`src/hw/conv_pkg.sv`:
```
// Convolution engine shared definitions
package conv_pkg;

    // Pixel and kernel coefficient width, signed
    localparam int pix_w = 16;

    // Bias and result width, signed
    localparam int acc_w = 48;

    // Output stream word
    localparam int tdata_w = 64;

    // Control FSM states
    typedef enum logic [1:0] {
        // Waiting for load_kernel
        st_idle,
        // Accepting pixels
        st_run,
        // Last pixel taken, last result still pending
        st_flush
    } conv_state_t;

endpackage

```
`src/hw/window_3x3.sv`:
```
// 3x3 sliding pixel window
`timescale 1ns/1ps

module window_3x3
    import conv_pkg::*;
(
    input  logic                    clk,
    input  logic                    rst_n,
    input  logic                    pix_accept,
    input  logic signed [pix_w-1:0] row_above_2,
    input  logic signed [pix_w-1:0] row_above_1,
    input  logic signed [pix_w-1:0] pixel,
    output logic signed [pix_w-1:0] win_00,
    output logic signed [pix_w-1:0] win_01,
    output logic signed [pix_w-1:0] win_02,
    output logic signed [pix_w-1:0] win_10,
    output logic signed [pix_w-1:0] win_11,
    output logic signed [pix_w-1:0] win_12,
    output logic signed [pix_w-1:0] win_20,
    output logic signed [pix_w-1:0] win_21,
    output logic signed [pix_w-1:0] win_22
);

    // Window cells, [row][column], row 0 oldest
    logic signed [pix_w-1:0] w [3][3];
    // Incoming column, top to bottom
    logic signed [pix_w-1:0] new_col [3];

    assign new_col[0] = row_above_2;
    assign new_col[1] = row_above_1;
    assign new_col[2] = pixel;

    // Shift left one column per accepted pixel
    always_ff @(posedge clk) begin
        if (!rst_n) begin
            for (int i = 0; i < 3; i++) begin
                for (int j = 0; j < 3; j++) begin
                    w[i][j] <= '0;
                end
            end
        end else if (pix_accept) begin
            for (int i = 0; i < 3; i++) begin
                w[i][0] <= w[i][1];
                w[i][1] <= w[i][2];
                // Newest column lands in slot 2
                w[i][2] <= new_col[i];
            end
        end
    end

    assign win_00 = w[0][0];
    assign win_01 = w[0][1];
    assign win_02 = w[0][2];
    assign win_10 = w[1][0];
    assign win_11 = w[1][1];
    assign win_12 = w[1][2];
    assign win_20 = w[2][0];
    assign win_21 = w[2][1];
    assign win_22 = w[2][2];

endmodule

```
`config.mk`:
```
export PLATFORM = sky130hd
export DESIGN_NAME = window_3x3
export DESIGN_NICKNAME = d
export VERILOG_FILES = /design/src/hw/conv_pkg.sv /design/src/hw/window_3x3.sv
export SDC_FILE = /design/constraint.sdc
export NUM_CORES = 1
export LEC_CHECK = 0
export BUFFER_PORTS_ARGS = -buffer_cell sky130_fd_sc_hd__buf_4
export CORE_MARGIN = 4
export CORE_UTILIZATION = 49
export DETAILED_ROUTE_END_ITERATION = 10
export PLACE_DENSITY = 0.87
export RECOVER_POWER = 50
export SYNTH_ARGS = -nofsm -noshare
export SYNTH_HDL_FRONTEND = slang
export SYNTH_SLANG_ARGS = --single-unit
export TNS_END_PERCENT = 20
```
`constraint.sdc`:
```
create_clock -name clk -period 6.1 [get_ports clk]
set_input_delay 0.915 -clock clk [delete_from_list [all_inputs] [get_ports clk]]
set_output_delay 0.915 -clock clk [all_outputs]
set_load 0.01 [all_outputs]
```
Word level (Yosys, flattened, before mapping)
Memory sizes are Yosys's and may differ from the RTL's.
Index checks and enable logic that the tools add are counted.
{"block": "totals", "regBits": 0, "mem_bits_rw": 144, "inputBits": 51, "out_inout_bits": 144, "wordCells": 23, "n_memories": 1}
{"name": "w", "depth": 3, "word_bits": 48, "read_ports": 3, "rd_clocked_by_memory_dff": 0, "wr": 3, "line": "window_3x3.sv:25", "text": "logic signed [pix_w-1:0] w [3][3];"}
{"block": "op_classes", "mux": 13, "n_bitwise": 9}
{"op": "$mux 16", "n": 9}
{"op": "$or 1x1->1", "n": 9}
{"op": "$mux 1", "n": 4}

Logic depth before layout (Yosys ltp)
{"block": "depth", "depth_word": 4, "mapped_depth": 4, "mapped_depth_nobuf": 1}

Worst setup path before layout
OpenSTA, ideal clock, no wires.
{"block": "synth_path", "path_kind": "input to register", "start": "input port pix_accept", "end": "memory w[0][0] in the netlist's numbering (enable)", "setup_time_ns": 0.528, "arrival_ns": 4.518, "t_required_ns": 5.572, "path_slack_ns": 1.054, "stages": 2, "path_buffers": 1, "cell_sequence": "buf_6 nand2b_1"}
{"item": "start: declaration", "line": "window_3x3.sv:9", "text": "input logic pix_accept,"}
{"item": "end: declaration", "line": "window_3x3.sv:25"}

==> impl_metrics.py <==
metrics = {
    "drt": {
        "drt_wl_total_microns": 11000,
        "vias": 3330,
        "ant_nets": 0,
        "post_drt_via_cell_ratio": 5.08,
        "first_pass_iters": 4,
        "remaining_drc_errors": 0,
        "post_drt_wl_per_cell_microns": 16.8,
        "dr.first_iter.drc_count": 146,
    },
    "status": {
        "outcome": "completed",
    },
    "final_layout": {
        "top_register": "w",
        "postLayoutCellArea_sq_um": 7220,
        "final_cells": 655,
        "drive_above_1_share": 0.299,
        "fin_util": 0.666,
        "fin_nets": 555,
        "reg.largest.list": "w (144)",
        "diodes": 0,
        "largest_register_ffs": 144,
        "syn2layout_area_growth_pct": 33.3,
    },
    "place": {
        "dpl.cell_count": 625,
        "portBuffers": 194,
        "gp_congestion": 0.767,
        "placed_cell_area_sq_um": 6890,
    },
    "timing": {
        "rsz0062_at_grt": "false",
        "setup_violations": 0,
        "min_period_ns": 2.78,
        "max_slew_margin": 0.295,
        "drv_slew": 0,
        "fin_skew_ns": 0.00439,
        "tns_ns": 0,
        "max_freq_ghz": 0.360,
        "max_slew.worst_pin.slew_ns": 1.06,
        "hold_viol": 0,
        "hold-worst-slack_ns": 0.581,
        "period_share": 0.456,
    },
    "yosys": {
        "yosysWarningCount": 0,
        "netlist_area_sq_um": 5420,
        "synthCells": 320,
        "synth_seq_cells": 144,
        "ys_seq_area_frac": 0.798,
        "syn_nets": 371,
        "synthDistinctLibCells": 8,
        "syn_area_per_cell_sq_um": 16.9,
    },
    "clock_tree": {
        "cts_hold_buffers": 0,
        "postCtsSetupBuffers": 0,
        "clkLatencyLatePin_ns": 0.49,
        "htree_num_levels": 4,
        "post_cts_resized": 0,
        "path_clk_slew_ns": 0.06,
        "cts_max_path_buffers": 2,
        "numCtsBuffers": 17,
        "cts_tree": "yes",
        "clockRootBuffer": "clkbuf_8",
        "cts_num_sinks": 144,
    },
    "power_and_ir_drop": {
        "comb_power_share": 0.082,
        "p_clk_frac": 0.429,
        "switchingPower_uw": 501,
        "power_leakage_uw": 0.00342,
        "vdd_ir_drop_max_v": 0.000196,
        "power_frac_seq": 0.488,
        "p_int_uw": 1950,
        "p_per_area_nw_per_um2": 340,
        "swShare": 0.204,
    },
    "floorplanning": {
        "initial_core_util": 0.500,
        "die_height_microns": 113,
        "fp.dieW_microns": 113,
        "num_rows": 38,
        "top_level_ports": 195,
        "core-area_sq_um": 10800,
        "dieArea_sq_um": 12800,
    },
    "hold_path": {
        "holdPathEnd": "w[0][131]$_SDFFCE_PN0P_",
        "hold_path_startpoint": "w[0][115]$_SDFFCE_PN0P_",
        "hold_path.class": "flip-flop to flip-flop",
        "min_delay_path_depth": 1,
    },
    "setup_path": {
        "reg2reg_from": "w[0][96]$_SDFFCE_PN0P_",
        "cp_data_arrival_time_ns": 2.90,
        "critPathKind": "input port to flip-flop",
        "cp-end-kind": "flip-flop",
        "required_ns": 6.22,
        "r2r_cells": 1,
        "cp-start-kind": "input port",
        "r2r_end": "w[0][112]$_SDFFCE_PN0P_",
        "crit_fanout": 145,
        "reg2reg_slack_ns": 5.22,
    },
    "grt": {
        "grt_pass1_vias": 3305,
        "grt_overflow": 0,
        "antenna_found_initial": 0,
        "grt_pass1_wl_microns": 16700,
        "grt_util_all_layers": 0.169,
        "grt_max_degree": 146,
    },
    "job": {
        "cap_violations": 0,
    },
}
==> per-stage QoR <==
step | setup slack, ns | power, uW
2_1_floorplan | 1.05 | 1310
3_3_place_gp | 2.95 | 1440
3_5_place_dp | 2.85 | 1450
4_1_cts | 3.38 | 2500
5_1_grt | 3.18 | 2550
6_report | 3.32 | 2450
==> placed cells by master (no fill, tap or decap) <==
| master | synthesis | layout |
|---|---|---|
| clkbuf_16 | 0 | 16 |
| clkinv_4 | 0 | 1 |
| clkinvlp_4 | 0 | 1 |
| buf_4 | 1 | 124 |
| clkinv_1 | 0 | 1 |
| and3_1 | 144 | 144 |
| edfxtp_1 | 144 | 144 |
| clkbuf_8 | 0 | 1 |
| bufinv_16 | 0 | 5 |
| clkinv_2 | 0 | 5 |
| clkbuf_1 | 9 | 72 |
| nand2b_4 | 0 | 1 |
==> worst max-delay path, cell delays in order <==
cell and delay, ns:
buf_4 0.69, nand2b_4 0.47, buf_4 0.70
==> cell usage after synthesis <==
master	number	area share
and3_1	144	0.17
buf_2	9	0.0083
buf_4	1	0.0014
buf_6	7	0.015
clkbuf_1	9	0.0062
clkbuf_2	5	0.0046
edfxtp_1	144	0.80
nand2b_1	1	0.0012
==> power by group through the flow <==
stage / combinational (uW) / clock [uW] / sequential, uW
floorplan: 57.2 / 0 / 1250
global placement: 224 / 0 / 1220
detailed placement: 230 / 0 / 1220
CTS: 230 / 1070 / 1200
global route: 218 / 1120 / 1210
finish: 202 / 1050 / 1200
==> kinds of logic (layout without fill, tap and decap cells) <==
group	count (synthesis)	count (layout)	synth area share
buffers and inverters	31	226	0.0351
DFF	144	144	0.798
and+or+nand+nor	145	145	0.167
==> per-layer routing <==
| layer | GRT usage | up-vias | part of all wire |
|---|---|---|---|
| met3 | 0.0610 | 16 | 0.092 |
| li1 | - | 1600 | - |
| met2 | 0.291 | 138 | 0.51 |
| met5 | 0 | - | 0 |
| met4 | 0.0729 | 0 | 0.022 |
| met1 | 0.189 | 1576 | 0.37 |
==> worst max-delay path by stage <==
stage | start | endpoint
after global placement | pix_accept | w[0][81]$_SDFFCE_PN0P_
after floorplan | pix_accept | w[0][0]$_SDFFCE_PN0P_
final | pix_accept | w[0][94]$_SDFFCE_PN0P_
after detailed placement | pix_accept | w[0][86]$_SDFFCE_PN0P_
after global routing | pix_accept | w[0][58]$_SDFFCE_PN0P_
after CTS | pix_accept | w[0][58]$_SDFFCE_PN0P_
==> area by class of cell <==
type	count	area, sq um
clock buffers	17	414
repair buffers	196	1200
flip-flops and latches	144	4320
fillers	814	3620
clock inverters	13	195
multi-input cells	145	915
well taps	140	175
Note: power is estimated with default switching activity, not from simulation.
