--- src/hw/conv_pkg.sv ---
// Convolution engine shared definitions
package conv_pkg;

    // Pixel and kernel coefficient width, signed
    localparam int pix_w = 16;

    // Bias and result width, signed
    localparam int acc_w = 48;

    // Output stream word
    localparam int tdata_w = 64;

    // Control FSM states
    typedef enum logic [1:0] {
        // Waiting for load_kernel
        st_idle,
        // Accepting pixels
        st_run,
        // Last pixel taken, last result still pending
        st_flush
    } conv_state_t;

endpackage

--- src/hw/conv_cu.sv ---
// Convolution control unit
`timescale 1ns/1ps

module conv_cu
    import conv_pkg::*;
#(
    parameter int MAX_WIDTH = 64,
    localparam int col_w = $clog2(MAX_WIDTH),
    localparam int size_w = $clog2(MAX_WIDTH + 1)
) (
    input  logic              clk,
    input  logic              rst_n,
    input  logic              load_kernel,
    input  logic [size_w-1:0] image_size,
    input  logic              s_axis_tvalid,
    input  logic              m_axis_tready,
    output logic              s_axis_tready,
    output logic              m_axis_tvalid,
    output logic              m_axis_tlast,
    output logic              pix_accept,
    output logic [col_w-1:0]  col,
    output logic              load_coef,
    output logic              load_result
);

    conv_state_t      state;
    logic [col_w-1:0] row;
    logic [col_w-1:0] last_idx;
    // Full window waiting for the PE
    logic             win_ready;
    logic             win_last;
    // Output register status
    logic             out_valid;
    logic             out_last;
    logic             res_free;
    logic             stall;
    logic             last_pix;
    logic             tlast_beat;

    assign last_idx = col_w'(image_size - size_w'(1));

    // Result register empty or draining this cycle
    assign res_free = !out_valid || m_axis_tready;
    // The one back-pressure condition
    assign stall    = win_ready && !res_free;

    assign s_axis_tready = (state == st_run) && !stall;
    assign pix_accept    = s_axis_tvalid && s_axis_tready;
    assign load_result   = win_ready && res_free;
    assign load_coef     = (state == st_idle) && load_kernel;

    assign last_pix   = (row == last_idx) && (col == last_idx);
    assign tlast_beat = out_valid && out_last && m_axis_tready;

    assign m_axis_tvalid = out_valid;
    assign m_axis_tlast  = out_last;

    // Main FSM
    always_ff @(posedge clk) begin
        if (!rst_n) begin
            state <= st_idle;
        end else begin
            unique case (state)
                st_idle: begin
                    if (load_kernel) begin
                        state <= st_run;
                    end
                end
                st_run: begin
                    if (pix_accept && last_pix) begin
                        state <= st_flush;
                    end
                end
                st_flush: begin
                    // Wait for the tlast beat to leave
                    if (tlast_beat) begin
                        state <= st_idle;
                    end
                end
                default: state <= st_idle;
            endcase
        end
    end

    // Raster position of the next pixel
    always_ff @(posedge clk) begin
        if (!rst_n) begin
            row <= '0;
            col <= '0;
        end else if (pix_accept) begin
            if (col == last_idx) begin
                col <= '0;
                row <= last_pix ? '0 : row + 1'b1;
            end else begin
                col <= col + 1'b1;
            end
        end
    end

    // Window flag, set only for unpadded positions
    always_ff @(posedge clk) begin
        if (!rst_n) begin
            win_ready <= 1'b0;
            win_last  <= 1'b0;
        end else if (pix_accept) begin
            win_ready <= (row >= col_w'(2)) && (col >= col_w'(2));
            win_last  <= last_pix;
        end else if (load_result) begin
            win_ready <= 1'b0;
        end
    end

    // Output valid and last
    always_ff @(posedge clk) begin
        if (!rst_n) begin
            out_valid <= 1'b0;
            out_last  <= 1'b0;
        end else if (load_result) begin
            out_valid <= 1'b1;
            out_last  <= win_last;
        end else if (m_axis_tready) begin
            out_valid <= 1'b0;
            out_last  <= 1'b0;
        end
    end

endmodule

--- config.mk ---
export PLATFORM = sky130hd
export DESIGN_NAME = conv_cu
export DESIGN_NICKNAME = d
export VERILOG_FILES = /design/src/hw/conv_pkg.sv /design/src/hw/conv_cu.sv
export SDC_FILE = /design/constraint.sdc
export NUM_CORES = 1
export LEC_CHECK = 0
export BUFFER_PORTS_ARGS = -buffer_cell sky130_fd_sc_hd__buf_2
export CORE_ASPECT_RATIO = 0.75
export CORE_MARGIN = 1
export CORE_UTILIZATION = 55
export DETAILED_ROUTE_END_ITERATION = 8
export PLACE_DENSITY = 0.8
export SYNTH_ARGS = -nofsm -noshare
export SYNTH_HDL_FRONTEND = slang
export SYNTH_SLANG_ARGS = --single-unit
--- constraint.sdc ---
create_clock -name clk -period 3.9 [get_ports clk]
set_input_delay 0.39 -clock clk [delete_from_list [all_inputs] [get_ports clk]]
set_output_delay 0.39 -clock clk [all_outputs]
set_load 0.05 [all_outputs]
# Yosys cells after proc, flatten, opt, wreduce, memory -nomap -nowiden
# Index checks and enable logic that the tools add are counted.
# totals
reg_bits,18
input_bits,12
word_cells,49
# op_classes
add_sub_neg,3
n_lt_le_gt_ge,2
eq_ne,7
muxes,11
reduce_logical,19
# op_table
operator,count
"6-bit by 1-bit adder with 6-bit output, second input constant",2
6-bit == test,2
"6-bit by 2-bit >= comparator with 1-bit output, second input constant",2
6-bit two-way mux,2
1-bit logical AND,10
2-bit two-way mux,3
2-bit case mux with 3 select lines,1
"6-bit by 1-bit subtractor with 6-bit output, second input constant",1
1-bit two-way mux,5
"2-bit inequality test, second input constant",2
2-bit nonzero test,2
1-bit zero test,3
3-bit AND reduction,1
"2-bit by 1-bit == test with 1-bit output, second input constant",1
"2-bit == test, second input constant",1
2-bit zero test,1
"2-bit by 1-bit inequality test with 1-bit output, second input constant",1
2-bit AND reduction,1
1-bit logical OR,1

# Logic depth before layout (Yosys ltp)
# Gate-level depths: netlist (run 1).
# logic_depth
depth_word,10
mapped_depth,8
ltp_nobuf,8

# Least setup slack after synthesis (run 1)
# OpenSTA, ideal clock, no wires.
# synth_path
path_kind,register -> output
start,"register out_valid, in the netlist m_axis_tvalid"
end,output s_axis_tready
arrival_ns,2.018
setup_slack_ns,1.492
path_stages_with_launch,4
path_buffers,1
path_cell_list,dfxtp_1 -> and3b_1 -> clkbuf_1 -> nor3b_1
# synth_between
elab_chain_cells,6
# synth_lines
element,line,text
"start, declared",conv_cu.sv:33,logic out_valid;
"start signal, assigned",conv_cu.sv:116,out_valid <= 1'b0;
"start signal, assigned",conv_cu.sv:119,out_valid <= 1'b1;
"start signal, assigned",conv_cu.sv:122,out_valid <= 1'b0;
1-bit zero test,conv_cu.sv:43,assign res_free = !out_valid || m_axis_tready;
1-bit logical OR,conv_cu.sv:43,
1-bit zero test,conv_cu.sv:45,assign stall = win_ready && !res_free;
1-bit logical AND,conv_cu.sv:45,
1-bit zero test,conv_cu.sv:47,assign s_axis_tready = (state == st_run) && !stall;
1-bit logical AND,conv_cu.sv:47,
"end, declared",conv_cu.sv:17,"output logic s_axis_tready,"
# No other way between the ends.

# Final worst setup path (run 1)
# layout_path
start,"register out_valid, in the netlist m_axis_tvalid"
end,output pix_accept
# layout_between
elab_chain_cells,7
# layout_lines
element,line,text
1-bit zero test,conv_cu.sv:43,
1-bit logical OR,conv_cu.sv:43,
1-bit zero test,conv_cu.sv:45,
1-bit logical AND,conv_cu.sv:45,
1-bit zero test,conv_cu.sv:47,
1-bit logical AND,conv_cu.sv:47,
1-bit logical AND,conv_cu.sv:48,assign pix_accept = s_axis_tvalid && s_axis_tready;
"end, declared",conv_cu.sv:20,"output logic pix_accept,"
# No other way between the ends.

==> results_dict.tcl, run 1 <==
set metrics [dict create \
    route.detailed.drc 0 \
    initial_utilization_pct 58.2 \
    grt_max_degree 15 \
    start_kind "register" \
    cts_buffers 3 \
    post_drt_wl_per_cell_um 13.4 \
    crit_type "register to primary output" \
    dp_hpwl_mm 1.82 \
    grt_pass1_vias 806 \
    critPathRequiredTime_ns 3.51 \
    p_comb_share_pct 19.6 \
    syn_avg_cell_area_um2 9.37 \
    cts.clk_slew.worst_paths_ns 0.10 \
    wl_met2_mm 1.08 \
    cts_buffer_depth 2 \
    path_buf_inv 1 \
    fmax_mhz 470 \
    finalSetupViolCount 0 \
    placementRows 14 \
    final_common_cell "buf_2" \
    num-fill-cells 162 \
    synth_area_um2 1160 \
    relSlewSlack_pct 60.5 \
    seqPwrFrac_pct 50.0 \
    num_antenna_cells 0 \
    cts_hold_buf 0 \
    hold-path-endpoint "m_axis_tlast$_SDFFE_PN0P_" \
    drv_cap 0 \
    swShare_pct 28.7 \
    critPathMaxStageDelay_ns 0.49 \
    cts_setup_buffers 0 \
    htree_levels 1 \
    async_flop_share_pct 0 \
    m1WireLength_mm 1.04 \
    coreArea_um2 2000 \
    worst_r2r_path_depth 6 \
    r2r_end "state[0]$_SDFFE_PN0P_" \
    status "complete, no violations" \
    vias 943 \
    hold_class "input port to register" \
    synth_ff_type "dfxtp_1" \
    antenna_found_initial 0 \
    ir_worst_vdd_mv 0.271 \
    p_switching_uw 110 \
    path_cells "and3b_1 > nor2_1 > buf_2" \
    rsz0062_at_grt "no" \
    p_per_area_nw_per_um2 290 \
    slew_viol_final 0 \
    min-delay-start "m_axis_tready" \
    crit_fanout 9 \
    clock_latency_ns 0.29 \
    hold_depth 3 \
    total_leakage_power_uw 0.000570 \
    grt_pass1_wl_mm 3.59 \
    cts_tree "built" \
    seq_area_frac_synth_pct 31.0 \
    fin_nets 163 \
    viasPerCell 5.58 \
    drt_pass1_iterations 4 \
    cts_resized 0 \
    syn-num-nets 141 \
    synthCells 124 \
    drtIter0Drc 12 \
    slowest_stage "nor2_1" \
    power.total_uw 383 \
    drive_gt1_share_pct 23.4 \
    worstSetupEndpointType "primary output" \
    boundaryPins 24 \
    crit_family "simple AND/OR/NAND/NOR gates" \
    final_hold_viol_count 0 \
    fin_crit_ns 2.13 \
    wl_met3_um 128 \
    p_int_uw 273 \
    root_buffer "clkbuf_4" \
    wirelength_mm 2.27 \
    ant_nets 0 \
    synth_cell_types 46 \
    yosys_register_bits 18 \
    gr-usage-all-layers_pct 22.5 \
    r2r-start "col[2]$_SDFFE_PN0P_" \
    area_growth_pct 13.5 \
    numPortBuffers 22 \
    skew_ns 0.00191 \
    worst_pin_slew_ns 0.590 \
    clkPwrFrac_pct 30.4 \
    fin_setup_tns_ns 0 \
    synth_enable_flop_cells 0 \
    grt_overflow_total 0 \
    dieArea_um2 2300 \
    place_congestion 0.769 \
    die_h_um 41.8 \
    cts.sinks 18 \
    ys_warn_count 0 \
    worstPathArrival_ns 1.74 \
    die_w_um 55.1 \
    most-common-layout-cells "22 x buf_2, 18 x dfxtp_1, 12 x xnor2_1" \
    regToRegSetupSlack_ns 1.95 \
    post-route-period-util_pct 54.5 \
    highest_layer "met4" \
]
[through the flow]
step	hold WS [ns]	setup slack, ns	util, %	cells	instance area [um^2]
after floorplan	0.438	1.49	-	124	1160
after global placement	0.454	1.63	64.2	165	1280
after detailed placement	0.469	1.60	64.2	165	1280
after CTS	0.395	1.78	66.0	169	1320
after global routing	0.395	1.64	66.0	169	1320
final	0.404	1.77	66.0	169	1320
[registers in the layout, indices dropped and copies added (netlist names)]
register	count
m_axis_tvalid	1
win_ready	1
col	6
win_last	1
m_axis_tlast	1
row	6
state	2
[cell usage after synthesis, drive strengths merged, types with 2 or more instances]
cell    count  area, um^2
a22oi       2        15.0
nand2       5        21.3
and3b       2        17.5
a21boi      5        41.3
nand4       4        31.3
nor4        2        18.8
nor3b       4        35.0
o31ai       4        30.0
xnor3       2        45.0
nand3       5        30.0
and3        4        25.0
ha          5        62.6
clkbuf      3        11.3
dfxtp      18         360
nand3b      2        15.0
buf         2        8.75
inv         8        30.0
xor2        7        61.3
a31oi       2        12.5
o22ai       2        12.5
nor3        2        21.3
xnor2      12         105
nor2        8        30.0
[worst max path at each step]
stage                          startpoint                    end  slack (ns)  depth (start not counted)
2_1_floorplan  m_axis_tvalid$_SDFFE_PN0P_          s_axis_tready        1.49                          3
3_3_place_gp                image_size[0]  state[0]$_SDFFE_PN0P_        1.63                          9
3_5_place_dp                image_size[0]  state[0]$_SDFFE_PN0P_        1.60                          9
4_1_cts        m_axis_tvalid$_SDFFE_PN0P_             pix_accept        1.78                          3
5_1_grt        m_axis_tvalid$_SDFFE_PN0P_             pix_accept        1.64                          3
6_report       m_axis_tvalid$_SDFFE_PN0P_             pix_accept        1.77                          3
[worst reg2reg max path, stage by stage, from the launching register on]
cell and delay [ns]:
dfxtp_1 0.43, xor3_1 0.46, nor3_1 0.12, and4_1 0.30, nand2_1 0.10, or2_1 0.27, a22o_1 0.18
[layer usage]
metal	up-vias	global-route usage, %
li1	486	-
met1	426	28.0
met2	29	37.1
met3	2	7.69
met4	0	4.50
met5	-	0
[power by group through the flow]
stage	sequential (uW)	clock (uW)	combinational (uW)
after detailed placement	196	0	74.9
final	191	116	75.2
after global placement	196	0	72.2
after CTS	192	121	75.3
after global routing	193	128	81.7
after floorplan	201	0	48.1
[cell families after synthesis]
| family | Yosys count | share of synthesized area, % |
|---|---|---|
| AO/OA/AOI/OAI | 20 | 12.8 |
| XOR/XNOR | 22 | 20.2 |
| adder cells (fa/ha/maj) | 5 | 5.38 |
| buffers and inverters | 13 | 4.31 |
| flip-flops | 18 | 31.0 |
| multiplexers | 1 | 0.861 |
| AND/OR/NAND/NOR | 45 | 25.4 |
[area by class of cell]
| class | count | area, um^2 | share of cell area (%) |
|---|---|---|---|
| Inverter | 8 | 30.0 | 2.28 |
| Multi-Input combinational cell | 93 | 752 | 57.0 |
| Sequential cell | 18 | 360 | 27.3 |
| Tap cell | 24 | 30.0 | 2.28 |
| Timing Repair Buffer | 22 | 110 | 8.35 |
| Clock buffer | 4 | 36.3 | 2.75 |
(Power assumes the default switching activity.)
==> inputs of run 2 (changes only) <==
--- a/config.mk
+++ b/config.mk
@@ -5,12 +5,13 @@
 export SDC_FILE = /design/constraint.sdc
 export NUM_CORES = 1
 export LEC_CHECK = 0
+export ABC_AREA = 1
 export BUFFER_PORTS_ARGS = -buffer_cell sky130_fd_sc_hd__buf_2
 export CORE_ASPECT_RATIO = 0.75
 export CORE_MARGIN = 1
-export CORE_UTILIZATION = 55
+export CORE_UTILIZATION = 49
 export DETAILED_ROUTE_END_ITERATION = 8
-export PLACE_DENSITY = 0.8
+export PLACE_DENSITY = 0.75
 export SYNTH_ARGS = -nofsm -noshare
 export SYNTH_HDL_FRONTEND = slang
 export SYNTH_SLANG_ARGS = --single-unit
==> constraint.sdc (replaced) <==
create_clock -name clk -period 1.7 [get_ports clk]
set_input_delay 0.17 -clock clk [delete_from_list [all_inputs] [get_ports clk]]
set_output_delay 0.17 -clock clk [all_outputs]
set_load 0.05 [all_outputs]
==> run 2 against run 1 <==
Against the previous run:
- cell area increased by 15%
- die area is 19% higher
- sequential cell count unchanged
- largest power group unchanged
- largest cell class unchanged
- total power rose by 130%
- area after synthesis is 6.9% higher
- via count rose by 44%
- critical endpoint unchanged
- core utilization is 1.6 points lower
- wire length rose by 30%
- setup slack worse by 1.7 ns
- clock power grew 130%
- worst hold slack worse by 0.26 ns
==> results_dict.tcl, run 2 <==
set metrics [dict create \
    most-common-layout-cells "50 x nand2_1, 26 x inv_1, 26 x nand3_1" \
    grt_max_degree 11 \
    synth.most_common_cell "nand2_1" \
    critPathRequiredTime_ns 1.53 \
    regToRegSetupSlack_ns 0.13 \
    numPortBuffers 22 \
    route.detailed.drc 0 \
    grt_pass1_vias 1170 \
    cts_resized 2 \
    skew_ns 0.00264 \
    worstPathArrival_ns 1.44 \
    drive_gt1_share_pct 23.4 \
    synth_area_um2 1240 \
    placementRows 15 \
    worstSetupEndpointType "primary output" \
    cts.clk_slew.worst_paths_ns 0.11 \
    drt_pass1_iterations 4 \
    wl_met3_um 79 \
    ys_top_cells_by_count "51 x nand2_1, 26 x inv_1, 26 x nand3_1, 23 x nor2_1, 18 x dfxtp_1" \
    synth_cell_types 21 \
    die_h_um 45.6 \
    synth.area.top_cells "dfxtp_1 29%, nand2_1 15%, nand3_1 10%, inv_1 7.9%, nor2_1 6.9%" \
    post_drt_wl_per_cell_um 11.2 \
    crit_start "state[0]$_SDFFE_PN0P_" \
    grt_overflow_total 0 \
    fin_nets 249 \
    grt_pass1_wl_mm 4.81 \
    worst_pin_slew_ns 0.305 \
    r2r-start "state[0]$_SDFFE_PN0P_" \
    yosys_register_bits 18 \
    clock_latency_ns 0.29 \
    relSlewSlack_pct 79.7 \
    place_congestion 0.961 \
    dp_cells 261 \
    path_cells "inv_1 > nor2_2 > nand2_1 > nor2_4 > buf_4 > buf_4" \
    syn-num-nets 215 \
    final_common_cell "nand2_1" \
    seq_area_frac_synth_pct 29.0 \
    dieArea_um2 2740 \
    worst_r2r_path_depth 11 \
    synthCells 198 \
    area_growth_pct 21.8 \
    gr-usage-all-layers_pct 23.5 \
    cts_setup_buffers 0 \
    total_leakage_power_uw 0.000751 \
    slowest_stage "dfxtp_1" \
    crit_end "pix_accept" \
    r2r_end "row[1]$_SDFFE_PN0P_" \
    fin_crit_ns 1.61 \
    vias 1354 \
    reg.largest.list "col x6, row x6, state x2" \
    synth_ff_type "dfxtp_1" \
    drtIter0Drc 51 \
    die_w_um 60.1 \
    boundaryPins 24 \
    dpl_cell_area_um2 1450 \
    slew_viol_final 0 \
    initial_utilization_pct 53.0 \
    cts_buffers 3 \
    cts_hold_buf 0 \
    dp_hpwl_mm 2.38 \
    ys_warn_count 0 \
    final_hold_viol_count 0 \
    num_antenna_cells 0 \
    root_buffer "clkbuf_4" \
    async_flop_share_pct 0 \
    p_per_area_nw_per_um2 589 \
    post-route-period-util_pct 94.5 \
    antenna_found_initial 0 \
    cts_tree "built" \
    cts_buffer_depth 2 \
    hold_class "input port to register" \
    rsz0062_at_grt "no" \
    crit_top_cell "buf_4" \
    synth.largest_area_cell "dfxtp_1" \
    cts.sinks 18 \
    final_cells 265 \
    stdcell_area_um2 1510 \
    ir_worst_vdd_mv 0.408 \
    viasPerCell 5.11 \
    crit_type "register to primary output" \
    status "complete, no violations" \
    start_kind "register" \
    m1WireLength_mm 1.42 \
    synth_enable_flop_cells 0 \
    coreArea_um2 2350 \
    crit_fanout 8 \
    ant_nets 0 \
    wirelength_mm 2.96 \
    drv_cap 0 \
    synthDominantCellAreaShare_pct 29.0 \
    finalSetupViolCount 0 \
    syn_avg_cell_area_um2 6.27 \
    fmax_mhz 623 \
    highest_layer "met4" \
    htree_levels 1 \
    critPathMaxStageDelay_ns 0.35 \
    wl_met2_mm 1.43 \
]
## run 2: metrics by stage
stage	util, %	TNS (ns)	hold WS (ns)	worst slack, ns	total power [uW]
global placement	61.8	-0.00152	0.447	-0.00107	618
CTS	63.6	0	0.142	0.0393	888
global route	64.5	0	0.141	0.00373	932
floorplan	-	0	0.316	0.0306	562
finish	64.5	0	0.142	0.0937	891
detailed placement	61.8	-0.441	0.463	-0.0922	625
## run 2: power by group
| group | switching (uW) | leakage [uW] | total, uW | internal [uW] |
|---|---|---|---|---|
| clock | 137 | 0.0000210 | 268 | 131 |
| sequential | 5.58 | 0.000146 | 433 | 427 |
| combinational | 123 | 0.000584 | 191 | 67.8 |
| total | 266 | 0.000751 | 891 | 626 |
## run 2: worst min-delay path by stage
stage,startpoint,end,slack (ns),cells after the start
floorplan,rst_n,row[0]$_SDFFE_PN0P_,0.32,2
global placement,load_kernel,state[0]$_SDFFE_PN0P_,0.45,3
detailed placement,load_kernel,state[0]$_SDFFE_PN0P_,0.46,3
CTS,load_kernel,state[0]$_SDFFE_PN0P_,0.14,3
global route,load_kernel,state[0]$_SDFFE_PN0P_,0.14,3
finish,load_kernel,state[0]$_SDFFE_PN0P_,0.14,3
## run 2: kinds of logic (layout without fill, tap and decap cells)
logic type	count (synthesis)	in the layout	synth area share, %
simple gates	123	123	45.7
compound gates	12	12	4.83
flops	18	18	29.0
xor+xnor	8	8	5.64
buf+inv	32	65	9.77
fa+ha+maj	5	5	5.04
## run 2: final cells by class
| cell class | instances | area (um^2) |
|---|---|---|
| Fill cell | 228 | 833 |
| Multi-Input combinational cell | 148 | 783 |
| Sequential cell | 18 | 362 |
| Timing Repair Buffer | 30 | 173 |
| Inverter | 31 | 116 |
| Tap cell | 34 | 42.5 |
| Clock buffer | 4 | 36.3 |
## run 2: metal layers
layer | global-route usage (%) | up-vias
met5 | 0 | -
met4 | 6.98 | 0
met3 | 4.26 | 4
met2 | 39.6 | 17
met1 | 30.7 | 637
li1 | - | 696
## run 2: worst max-delay path, delay by kind of cell, from the launching register on
| kind | cells | cell delay [ns] |
|---|---|---|
| buffers and inverters | 3 | 0.44 |
| and+or+nand+nor | 3 | 0.35 |
| DFF | 1 | 0.35 |
